==> src/rtl/rv_isa_pkg.sv <==
package rv_isa_pkg;

    localparam int xlen = 32;  // Data and address width

    typedef logic [xlen-1:0] word_t;
    typedef logic [4:0]      reg_idx_t;  // x0 to x31

    // Major opcodes, with beq apart from the other branches
    typedef enum logic [6:0] {
        op_reg         = 7'd51,   // R-type ALU
        op_imm         = 7'd19,   // I-type ALU and shifts
        op_lui         = 7'd55,   // Upper immediate
        op_jal         = 7'd111,  // Jump and link
        op_jalr_branch = 7'd103,  // jalr, bne, blt, bge
        op_branch      = 7'd99,   // beq only
        op_store       = 7'd35    // sw
    } opcode_e;

    typedef enum logic [2:0] {
        f3_add_beq = 3'd0,  // add, sub, addi, beq, jalr
        f3_sll_bne = 3'd1,  // slli or bne
        f3_slt_sw  = 3'd2,  // slt, slti or sw
        f3_blt     = 3'd4,  // blt
        f3_sr_bge  = 3'd5,  // srli, srai or bge
        f3_and     = 3'd7   // and
    } funct3_e;

    localparam logic [6:0] funct7_base = 7'h00;  // add, srl and the rest
    localparam logic [6:0] funct7_alt  = 7'h20;  // sub, srai

    // Field layout of a 32-bit instruction word
    typedef struct packed {
        logic [6:0] funct7;  // Also the upper immediate bits
        reg_idx_t   rs2;
        reg_idx_t   rs1;
        funct3_e    funct3;
        reg_idx_t   rd;
        opcode_e    opcode;
    } instr_t;

endpackage
==> src/rtl/core_ctrl_pkg.sv <==
package core_ctrl_pkg;

    typedef enum logic [2:0] {
        st_fetch,      // Read instruction at PC
        st_decode,     // Register file read
        st_execute,    // ALU and branch result captured
        st_writeback,  // rd write and PC update
        st_store       // Data write on the bus
    } state_e;

    typedef enum logic [2:0] {
        alu_add,
        alu_sub,
        alu_and,
        alu_slt,  // Signed compare
        alu_sll,
        alu_srl,
        alu_sra
    } alu_op_e;

    typedef enum logic [2:0] {
        br_none,  // Fall through to PC + 4
        br_eq,
        br_ne,
        br_lt,    // Signed
        br_ge,    // Signed
        br_jal,
        br_jalr
    } branch_op_e;

    typedef enum logic [1:0] {
        wb_none,  // No rd write
        wb_alu,
        wb_link   // PC + 4 of a jump
    } wb_src_e;

    // All-zero value is the inactive no-op
    typedef struct packed {
        alu_op_e    alu_op;
        branch_op_e branch_op;
        wb_src_e    wb_src;
        logic       use_imm;   // Operand B from immediate
        logic       is_store;
        logic       rs1_zero;  // Read x0 in place of rs1, for lui
    } ctrl_t;

    typedef struct packed {
        logic              cyc;
        logic              stb;
        logic              we;
        rv_isa_pkg::word_t adr;
        rv_isa_pkg::word_t dat;
    } wb_req_t;

    typedef struct packed {
        logic              ack;
        rv_isa_pkg::word_t dat;
    } wb_rsp_t;

endpackage

==> src/rtl/rv_core.sv <==
`timescale 1ns/1ps

module rv_core #(
    parameter rv_isa_pkg::word_t reset_pc = 32'h0000_0000  // First fetch address
) (
    input  logic                   clock,
    input  logic                   reset,
    output core_ctrl_pkg::wb_req_t wb_req,
    input  core_ctrl_pkg::wb_rsp_t wb_rsp
);
    import rv_isa_pkg::*;
    import core_ctrl_pkg::*;

    instr_t instr;       // Instruction register
    ctrl_t  ctrl;
    word_t  imm;
    word_t  pc;
    word_t  rs1_val;
    word_t  rs2_val;
    word_t  alu_result;  // Also the store address
    word_t  next_pc;
    word_t  link;
    logic   rf_write;

    instr_decoder i_decoder (
        .instr (instr),
        .ctrl  (ctrl),
        .imm   (imm)
    );

    core_fsm #(
        .reset_pc (reset_pc)
    ) i_fsm (
        .clock      (clock),
        .reset      (reset),
        .wb_req     (wb_req),
        .wb_rsp     (wb_rsp),
        .ctrl       (ctrl),
        .next_pc    (next_pc),
        .store_addr (alu_result),
        .store_data (rs2_val),     // sw writes rs2
        .instr      (instr),
        .pc         (pc),
        .rf_write   (rf_write)
    );

    alu_unit i_alu (
        .ctrl       (ctrl),
        .rs1_val    (rs1_val),
        .rs2_val    (rs2_val),
        .imm        (imm),
        .alu_result (alu_result)
    );

    branch_unit i_branch (
        .ctrl    (ctrl),
        .pc      (pc),
        .rs1_val (rs1_val),
        .rs2_val (rs2_val),
        .imm     (imm),
        .next_pc (next_pc),
        .link    (link)
    );

    reg_file i_regs (
        .clock      (clock),
        .reset      (reset),
        .instr      (instr),
        .ctrl       (ctrl),
        .rf_write   (rf_write),
        .alu_result (alu_result),
        .link       (link),
        .rs1_val    (rs1_val),
        .rs2_val    (rs2_val)
    );

endmodule

==> src/rtl/reg_file.sv <==
`timescale 1ns/1ps

module reg_file (
    input  logic                 clock,
    input  logic                 reset,
    input  rv_isa_pkg::instr_t   instr,
    input  core_ctrl_pkg::ctrl_t ctrl,
    input  logic                 rf_write,
    input  rv_isa_pkg::word_t    alu_result,
    input  rv_isa_pkg::word_t    link,
    output rv_isa_pkg::word_t    rs1_val,
    output rv_isa_pkg::word_t    rs2_val
);
    import rv_isa_pkg::*;
    import core_ctrl_pkg::*;

    word_t    regs [1:31];  // x0 is not stored
    reg_idx_t rs1_idx;
    word_t    wb_data;      // Result captured at end of execute
    logic     wr_en;

    assign rs1_idx = ctrl.rs1_zero ? reg_idx_t'(0) : instr.rs1;  // lui reads x0
    assign wr_en   = rf_write && (ctrl.wb_src != wb_none) && (instr.rd != '0);

    always_ff @(posedge clock or posedge reset) begin
        if (reset) begin
            for (int i = 1; i < 32; i++) begin
                regs[i] <= '0;
            end
        end else if (wr_en) begin
            regs[instr.rd] <= wb_data;
        end
    end

    // Read ports and write-back select, stable from execute on
    always_ff @(posedge clock) begin
        rs1_val <= (rs1_idx == '0) ? '0 : regs[rs1_idx];
        rs2_val <= (instr.rs2 == '0) ? '0 : regs[instr.rs2];
        wb_data <= (ctrl.wb_src == wb_link) ? link : alu_result;
    end

endmodule

==> src/rtl/branch_unit.sv <==
`timescale 1ns/1ps

module branch_unit (
    input  core_ctrl_pkg::ctrl_t ctrl,
    input  rv_isa_pkg::word_t    pc,
    input  rv_isa_pkg::word_t    rs1_val,
    input  rv_isa_pkg::word_t    rs2_val,
    input  rv_isa_pkg::word_t    imm,
    output rv_isa_pkg::word_t    next_pc,
    output rv_isa_pkg::word_t    link
);
    import rv_isa_pkg::*;
    import core_ctrl_pkg::*;

    logic  taken;     // PC-relative redirect
    word_t pc_plus4;
    word_t jalr_sum;  // rs1 + imm before bit 0 is cleared

    assign pc_plus4 = pc + 32'd4;
    assign jalr_sum = rs1_val + imm;
    assign link     = pc_plus4;

    always_comb begin
        case (ctrl.branch_op)
            br_eq:   taken = (rs1_val == rs2_val);
            br_ne:   taken = (rs1_val != rs2_val);
            br_lt:   taken = ($signed(rs1_val) < $signed(rs2_val));
            br_ge:   taken = ($signed(rs1_val) >= $signed(rs2_val));
            br_jal:  taken = 1'b1;
            default: taken = 1'b0;  // br_none, jalr handled apart
        endcase
    end

    always_comb begin
        if (ctrl.branch_op == br_jalr) begin
            next_pc = {jalr_sum[xlen-1:1], 1'b0};
        end else if (taken) begin
            next_pc = pc + imm;
        end else begin
            next_pc = pc_plus4;  // Not taken, no-op or ALU op
        end
    end

endmodule

==> src/rtl/alu_unit.sv <==
`timescale 1ns/1ps

module alu_unit (
    input  core_ctrl_pkg::ctrl_t ctrl,
    input  rv_isa_pkg::word_t    rs1_val,
    input  rv_isa_pkg::word_t    rs2_val,
    input  rv_isa_pkg::word_t    imm,
    output rv_isa_pkg::word_t    alu_result
);
    import rv_isa_pkg::*;
    import core_ctrl_pkg::*;

    word_t      op_b;   // rs2 or immediate
    logic [4:0] shamt;  // Shift by low 5 bits
    logic       lt;     // Signed rs1 < op_b

    assign op_b  = ctrl.use_imm ? imm : rs2_val;
    assign shamt = op_b[4:0];
    assign lt    = $signed(rs1_val) < $signed(op_b);

    always_comb begin
        case (ctrl.alu_op)
            alu_add: alu_result = rs1_val + op_b;  // Also store address and lui
            alu_sub: alu_result = rs1_val - op_b;
            alu_and: alu_result = rs1_val & op_b;
            alu_slt: alu_result = {{(xlen - 1){1'b0}}, lt};
            alu_sll: alu_result = rs1_val << shamt;
            alu_srl: alu_result = rs1_val >> shamt;
            alu_sra: alu_result = word_t'($signed(rs1_val) >>> shamt);  // Sign fill
            default: alu_result = rs1_val + op_b;
        endcase
    end

endmodule

==> src/rtl/core_fsm.sv <==
`timescale 1ns/1ps

module core_fsm #(
    parameter rv_isa_pkg::word_t reset_pc = '0
) (
    input  logic                   clock,
    input  logic                   reset,
    output core_ctrl_pkg::wb_req_t wb_req,
    input  core_ctrl_pkg::wb_rsp_t wb_rsp,
    input  core_ctrl_pkg::ctrl_t   ctrl,
    input  rv_isa_pkg::word_t      next_pc,
    input  rv_isa_pkg::word_t      store_addr,
    input  rv_isa_pkg::word_t      store_data,
    output rv_isa_pkg::instr_t     instr,
    output rv_isa_pkg::word_t      pc,
    output logic                   rf_write
);
    import rv_isa_pkg::*;
    import core_ctrl_pkg::*;

    state_e state;
    logic   req_cyc;    // Access in flight, drives cyc and stb
    logic   req_we;
    word_t  req_adr;
    word_t  req_dat;
    word_t  next_pc_q;  // Target captured in execute
    logic   bus_done;   // Ack of the open access

    assign bus_done = req_cyc && wb_rsp.ack;
    assign rf_write = (state == st_writeback);  // Register file qualifies rd and wb_src

    // Classic single access, stb follows cyc
    assign wb_req = '{cyc: req_cyc, stb: req_cyc, we: req_we, adr: req_adr, dat: req_dat};

    always_ff @(posedge clock or posedge reset) begin
        if (reset) begin
            state   <= st_fetch;
            req_cyc <= 1'b0;
            req_we  <= 1'b0;
            pc      <= reset_pc;
        end else begin
            case (state)
                st_fetch: begin
                    if (!req_cyc) begin
                        req_cyc <= 1'b1;  // After reset or a store
                    end else if (bus_done) begin
                        req_cyc <= 1'b0;
                        state   <= st_decode;
                    end
                end
                st_decode: state <= st_execute;
                st_execute: begin
                    if (ctrl.is_store) begin
                        req_cyc <= 1'b1;  // Write request goes out with the state
                        req_we  <= 1'b1;
                        state   <= st_store;
                    end else begin
                        state <= st_writeback;
                    end
                end
                st_writeback: begin
                    pc      <= next_pc_q;
                    req_cyc <= 1'b1;  // Next fetch starts right away
                    state   <= st_fetch;
                end
                st_store: begin
                    if (bus_done) begin
                        req_cyc <= 1'b0;  // One idle cycle before the next fetch
                        req_we  <= 1'b0;
                        pc      <= next_pc_q;
                        state   <= st_fetch;
                    end
                end
                default: state <= st_fetch;
            endcase
        end
    end

    always_ff @(posedge clock) begin
        case (state)
            st_fetch: begin
                if (!req_cyc) req_adr <= pc;
                else if (bus_done) instr <= instr_t'(wb_rsp.dat);  // IR loads on ack edge
            end
            st_execute: begin
                next_pc_q <= next_pc;
                req_adr   <= store_addr;  // Only used when a store follows
                req_dat   <= store_data;
            end
            st_writeback: req_adr <= next_pc_q;
            default: ;
        endcase
    end

endmodule

==> src/rtl/instr_decoder.sv <==
`timescale 1ns/1ps

module instr_decoder (
    input  rv_isa_pkg::instr_t   instr,
    output core_ctrl_pkg::ctrl_t ctrl,
    output rv_isa_pkg::word_t    imm
);
    import rv_isa_pkg::*;
    import core_ctrl_pkg::*;

    word_t raw;    // Flat view for immediate slicing
    word_t imm_i;
    word_t imm_s;
    word_t imm_b;
    word_t imm_u;
    word_t imm_j;

    // ALU instruction writing its result to rd
    function automatic ctrl_t alu_ctrl(alu_op_e op, logic with_imm);
        ctrl_t c;
        c         = '0;
        c.alu_op  = op;
        c.use_imm = with_imm;
        c.wb_src  = wb_alu;
        return c;
    endfunction

    assign raw   = instr;
    assign imm_i = {{20{raw[31]}}, raw[31:20]};
    assign imm_s = {{20{raw[31]}}, raw[31:25], raw[11:7]};
    assign imm_b = {{19{raw[31]}}, raw[31], raw[7], raw[30:25], raw[11:8], 1'b0};
    assign imm_u = {raw[31:12], 12'b0};  // Low 12 bits zero
    assign imm_j = {{11{raw[31]}}, raw[31], raw[19:12], raw[20], raw[30:21], 1'b0};

    always_comb begin
        ctrl = '0;  // Unknown code falls through as a no-op
        imm  = imm_i;
        case (instr.opcode)
            op_reg: begin
                if (instr.funct7 == funct7_base) begin
                    case (instr.funct3)
                        f3_add_beq: ctrl = alu_ctrl(alu_add, 1'b0);
                        f3_and:     ctrl = alu_ctrl(alu_and, 1'b0);
                        f3_slt_sw:  ctrl = alu_ctrl(alu_slt, 1'b0);
                        default:    ctrl = '0;
                    endcase
                end else if (instr.funct7 == funct7_alt && instr.funct3 == f3_add_beq) begin
                    ctrl = alu_ctrl(alu_sub, 1'b0);
                end
            end
            op_imm: begin
                case (instr.funct3)
                    f3_add_beq: ctrl = alu_ctrl(alu_add, 1'b1);  // addi, nop included
                    f3_slt_sw:  ctrl = alu_ctrl(alu_slt, 1'b1);
                    f3_sll_bne: if (instr.funct7 == funct7_base) ctrl = alu_ctrl(alu_sll, 1'b1);
                    f3_sr_bge: begin
                        if (instr.funct7 == funct7_base) ctrl = alu_ctrl(alu_srl, 1'b1);
                        else if (instr.funct7 == funct7_alt) ctrl = alu_ctrl(alu_sra, 1'b1);
                    end
                    default:    ctrl = '0;
                endcase
            end
            op_lui: begin
                ctrl          = alu_ctrl(alu_add, 1'b1);  // 0 + upper immediate
                ctrl.rs1_zero = 1'b1;
                imm           = imm_u;
            end
            op_jal: begin
                ctrl.branch_op = br_jal;
                ctrl.wb_src    = wb_link;
                imm            = imm_j;
            end
            op_branch: begin
                imm = imm_b;
                if (instr.funct3 == f3_add_beq) ctrl.branch_op = br_eq;
            end
            op_jalr_branch: begin
                imm = imm_b;
                case (instr.funct3)
                    f3_add_beq: begin
                        ctrl.branch_op = br_jalr;
                        ctrl.wb_src    = wb_link;
                        imm            = imm_i;  // Offset from rs1
                    end
                    f3_sll_bne: ctrl.branch_op = br_ne;
                    f3_blt:     ctrl.branch_op = br_lt;
                    f3_sr_bge:  ctrl.branch_op = br_ge;
                    default:    ctrl = '0;
                endcase
            end
            op_store: begin
                imm = imm_s;
                if (instr.funct3 == f3_slt_sw) begin
                    ctrl          = alu_ctrl(alu_add, 1'b1);  // Address rs1 + imm
                    ctrl.wb_src   = wb_none;
                    ctrl.is_store = 1'b1;
                end
            end
            default: ctrl = '0;
        endcase
    end

endmodule

==> config.mk <==
export PLATFORM = sky130hd
export DESIGN_NAME = rv_core
export DESIGN_NICKNAME = d
export VERILOG_FILES = /design/src/rtl/rv_isa_pkg.sv /design/src/rtl/core_ctrl_pkg.sv /design/src/rtl/rv_core.sv /design/src/rtl/reg_file.sv /design/src/rtl/branch_unit.sv /design/src/rtl/alu_unit.sv /design/src/rtl/core_fsm.sv /design/src/rtl/instr_decoder.sv
export SDC_FILE = /design/constraint.sdc
export NUM_CORES = 2
export LEC_CHECK = 0
export BUFFER_PORTS_ARGS = -buffer_cell sky130_fd_sc_hd__buf_4
export CELL_PAD_IN_SITES_DETAIL_PLACEMENT = 2
export CELL_PAD_IN_SITES_GLOBAL_PLACEMENT = 2
export CORE_MARGIN = 1.5
export CORE_UTILIZATION = 48
export CTS_BUF_LIST = sky130_fd_sc_hd__clkbuf_8
export CTS_CLUSTER_SIZE = 14
export DETAILED_ROUTE_END_ITERATION = 10
export GPL_ROUTABILITY_DRIVEN = 1
export PLACE_DENSITY_LB_ADDON = 0.1
export REMOVE_ABC_BUFFERS = 1
export SYNTH_ARGS = -nofsm -noshare
export SYNTH_HDL_FRONTEND = slang
export SYNTH_SLANG_ARGS = --single-unit
export TNS_END_PERCENT = 1
==> constraint.sdc <==
create_clock -name clock -period 77.9 [get_ports clock]
set_clock_uncertainty 0.05 [all_clocks]
set_input_delay 7.79 -clock clock [delete_from_list [all_inputs] [get_ports clock]]
set_output_delay 7.79 -clock clock [all_outputs]
set_load 0.05 [all_outputs]
* After elaboration in Yosys (flattened, before gate mapping)
Index checks and enable logic that the tools add are counted.
** Word-level totals
- Flip-flop bits (word level) :: 1253
- Input port bits :: 35
- Output and inout port bits :: 67
- Word-level logic and storage cells :: 174
** Operators by class
- $add $sub $neg :: 5
- Magnitude comparators :: 7
- Equal/unequal tests :: 37
- Shift operators :: 3
- Mux-type cells :: 48
- Bitwise gates (word level) :: 4
- Reduce and logical (&&, ||, !) cells :: 22
** Operators by type and width (number)
- 992-bit bitwise mux :: 1
- 32-bit two-way mux :: 11
- 32-bit binary-select mux with 5-bit select :: 2
- 32-bit case mux with 6 select lines :: 1
- 32-bit demux with 5-bit select :: 1
- 31-bit case mux with 5 select lines :: 1
- 32-bit adder :: 3
- 32-bit case mux with 3 select lines :: 1
- 32-bit < comparator :: 2
- 32-bit case mux with 2 select lines :: 1
- 11-bit case mux with 4 select lines :: 1
- 3-bit case mux with 4 select lines :: 3
- 11-bit two-way mux :: 3
- 32-bit by 3-bit adder with 32-bit output (second input constant) :: 1
- 32-bit AND :: 1
- 32-bit equality test :: 1
- 32-bit >= comparator :: 1
- 32-bit != test :: 1
- 32-bit by 5-bit left shift with 32-bit output :: 1
- 32-bit by 5-bit >> shifter with 32-bit output :: 1
- 32-bit by 5-bit >>> shifter with 32-bit output :: 1
- 32-bit subtractor :: 1
- 3-bit equality test (second input constant) :: 10
- 10-bit case mux with 3 select lines :: 1
- other kinds (34) :: 75

* Depth between registers and ports, before layout
- Depth after elaboration :: 10
- Mapped depth :: 25
- Mapped depth without buffers :: 21

* Cells and area by module
Synthesis repeated with hierarchy kept, for this count alone.
** Second synthesis, totals
- Cells, all modules :: 6518
- Area total of the unflattened synthesis :: 75849.0 um^2
** Modules (own cells, without submodules)
- reg_file :: times used 1, cells each 4078, area an instance 55650.9 um^2
- alu_unit :: times used 1, cells each 1260, area an instance 8262.9 um^2
- core_fsm :: times used 1, cells each 340, area an instance 6140.9 um^2
- branch_unit :: times used 1, cells each 725, area an instance 5041.1 um^2
- instr_decoder :: times used 1, cells each 115, area an instance 753.2 um^2

* Worst setup path after synthesis
No wires, ideal clock.
- Kind :: input -> register
- Start :: in wb_rsp[32] in the netlist's numbering
- End :: reg, netlist name i_fsm.instr[0]
- Arrival :: 10.925 ns
- Required time :: 77.348 ns
- Slack :: 66.423 ns
- Cell stages on the path :: 2
- Cells stage by stage :: nand2_1 > nor4_1
** Between the ends
- Word-level cells in the longest chain between the ends :: 2
** RTL lines
- from (decl) :: RTL line rv_core.sv:9 : input core_ctrl_pkg::wb_rsp_t wb_rsp
- 1-bit logical AND :: RTL line core_fsm.sv:29 : assign bus_done = req_cyc && wb_rsp.ack;
- 3-bit AND reduction (no source line)
Every way passes these cells.
A chain may end at the register's enable or synchronous reset.

==> run metrics <==
status=completed; Leak=36.9 nW; DRC Markers=0; # Post-CTS Setup Buffers=0; Max Cap Viol=0; Tcrit/Tclk final=14.1%; Placement Setup Slack=66140 ps; Port Buffers=101; post-synthesis instance total=7305; Setup Viol. Count Final=0; Primary FF master, synth=dfrtp_1; ranking of synthesized cells by area=dfrtp_1 (33%), mux2_2 (17%), mux4_2 (8.6%); die width=404 um; DR WL/cell=45.4 um; time the worst path needs with I/O delays and setup=10950 ps; Crit path required time=78940 ps; Synth cell types=114; clk root buf=clkbuf_8; Post-DP HPWL=238000 um; Clock Latency Late Sink=1100 ps; # IOs=102; r2r setup slk=69940 ps; post-CTS resize count=0; Post-synth EDFFs=128; CP arrival=11990 ps; GP Congestion=1.04; post-synthesis sequential area ratio=40.9%; Global Route Usage Sum=49.6%; post-synth top area cell=dfrtp_1; VDD IR max=0.0272 mV; element type at the critical path end=asynchronous set/reset pin; Slew Limit Headroom=1.20%; CP startpoint kind=input pin; fmax=91.3 MHz; TritonCTS Buffers=215; critical setup path kind=input pin to asynchronous set/reset pin; flip-flop and latch area=31500 um2; first-pass GRT wire length=581000 um; Die Height=404 um; crit-path max FO=145; Max Root-Sink Buffers=3; Hold Violations, Final=0; DRT iter0 DRCs=9432; setup ws final=66950 ps; Worst-path clk slew=60 ps; post-detailed-routing wire length=429000 um; RSZ-0062 raised after global routing=no; core area=159000 um2; Synth Register Bits=1253; worst slew pin tran=1480 ps; # fillers=15500; CTS tree=yes; CTS Hold Bufs=0; Yosys top cell area share=33.4%; area grow syn2layout=9.31%; # nets final=7357; Yosys warnings=0; share of layout cells above drive strength 1=29.4%; Hold Crit Class=flip-flop to flip-flop; row cnt=146; syn avg cell area=10.5 um2; max-slew violation count=0; drt first pass iters=8; initial antenna violation count=37; area of the multi-input gates=42700 um2; via/cell ratio=7.66; setup TNS=0 ps; Final Util=53.0%; largest net degree at the start of global routing=146; vias in the first global route=76300; most frequent cells in the layout=mux2_2 (1148), dfrtp_1 (1029), nand2_1 (707), a21oi_1 (414), o21ai_0 (409); most common cell after layout, fill and taps aside=mux2_2; die area=163000 um2; initial core utilization=48.5%; vias=72300; post-route ant nets=0; pwr dens=28.0 nW/um2; TritonCTS sink count=1253; Max H-tree Level=4; placed inst area=79700 um2; final instance area=84200 um2; Cell Area, Synth=77000 um2; Async SR Flop Fraction=82.1%; total grt overflow=0
cell families after synthesis:
logic type	Yosys count	share of synthesized area, %
flops	1253	40.9
xor+xnor	108	1.23
fa+ha+maj	162	2.66
mux	1580	27.2
buf+inv	839	4.24
compound gates	1660	13.6
simple gates	1703	10.1
critical path: stages:
cell and delay [ps]:
buf_4 130, inv_8 490, buf_12 620, buf_4 770, buf_4 840, buf_4 760
cells in the mapped netlist, drive strengths merged, types with 86 or more instances:
cell type / number
clkbuf: 503
mux2: 1148
nand2: 713
buf: 139
nor2: 292
mux4: 295
mux2i: 137
inv: 196
dfrtp: 1029
nand3: 341
a21oi: 416
dfxtp: 96
edfxtp: 128
ha: 159
o22ai: 110
a211oi: 86
o21ai: 461
path summary, 6_finish.rpt:
kind | end | from | cells past startpoint
worst max-delay path | i_regs.regs[79] | reset | 6
worst min-delay path | i_fsm.req_dat[12] | i_regs.rs2_val[12] | 0
worst max register to register | i_fsm.req_adr[25] | i_fsm.instr[3] | 18
worst min register to register | i_fsm.req_dat[12] | i_regs.rs2_val[12] | 0
max in group clock | wb_req[62] | i_fsm.req_adr[30] | 1
min in group asynchronous | i_regs.regs[178] | reset | 2
per-layer routing:
| layer | global-route usage [%] | up-vias | wire (um) |
|---|---|---|---|
| met5 | 0 | - | 288 |
| met4 | 38.6 | 42 | 40300 |
| met3 | 14.8 | 2350 | 51500 |
| met2 | 74.8 | 6093 | 187000 |
| met1 | 59.6 | 37000 | 150000 |
| li1 | - | 26800 | - |
stage by stage:
step / instances / hold WS (ps) / power (mW)
6_report: 9440 / 427 / 2.35
5_1_grt: 9422 / 430 / 2.40
4_1_cts: 9415 / 415 / 2.29
3_5_place_dp: 9015 / 408 / 1.62
3_3_place_gp: 9015 / 382 / 1.59
2_1_floorplan: 6663 / 358 / 1.29
power breakdown:
part | total [mW] | switching [mW] | internal (mW)
clock network | 0.675 | 0.347 | 0.328
logic | 0.850 | 0.602 | 0.248
registers | 0.829 | 0.106 | 0.723
registers in the layout (all words and copies together) (netlist names), 3 cells and up:
name             flops
i_fsm.instr         32
i_fsm.next_pc_q     32
i_fsm.pc            32
i_fsm.req_adr       32
i_fsm.req_dat       32
i_fsm.state          3
i_regs.regs        992
i_regs.rs1_val      32
i_regs.rs2_val      32
i_regs.wb_data      32
area by class of cell:
cell class                      instances  area share [%]
Multi-Input combinational cell       5213            50.7
Tap cell                             2072            3.08
Antenna cell                           25          0.0743
Timing Repair Buffer                  280            2.59
Sequential cell                      1253            37.4
Clock inverter                        139            1.01
Inverter                              197           0.890
Clock buffer                          261            4.27
(Power assumes the default switching activity.)
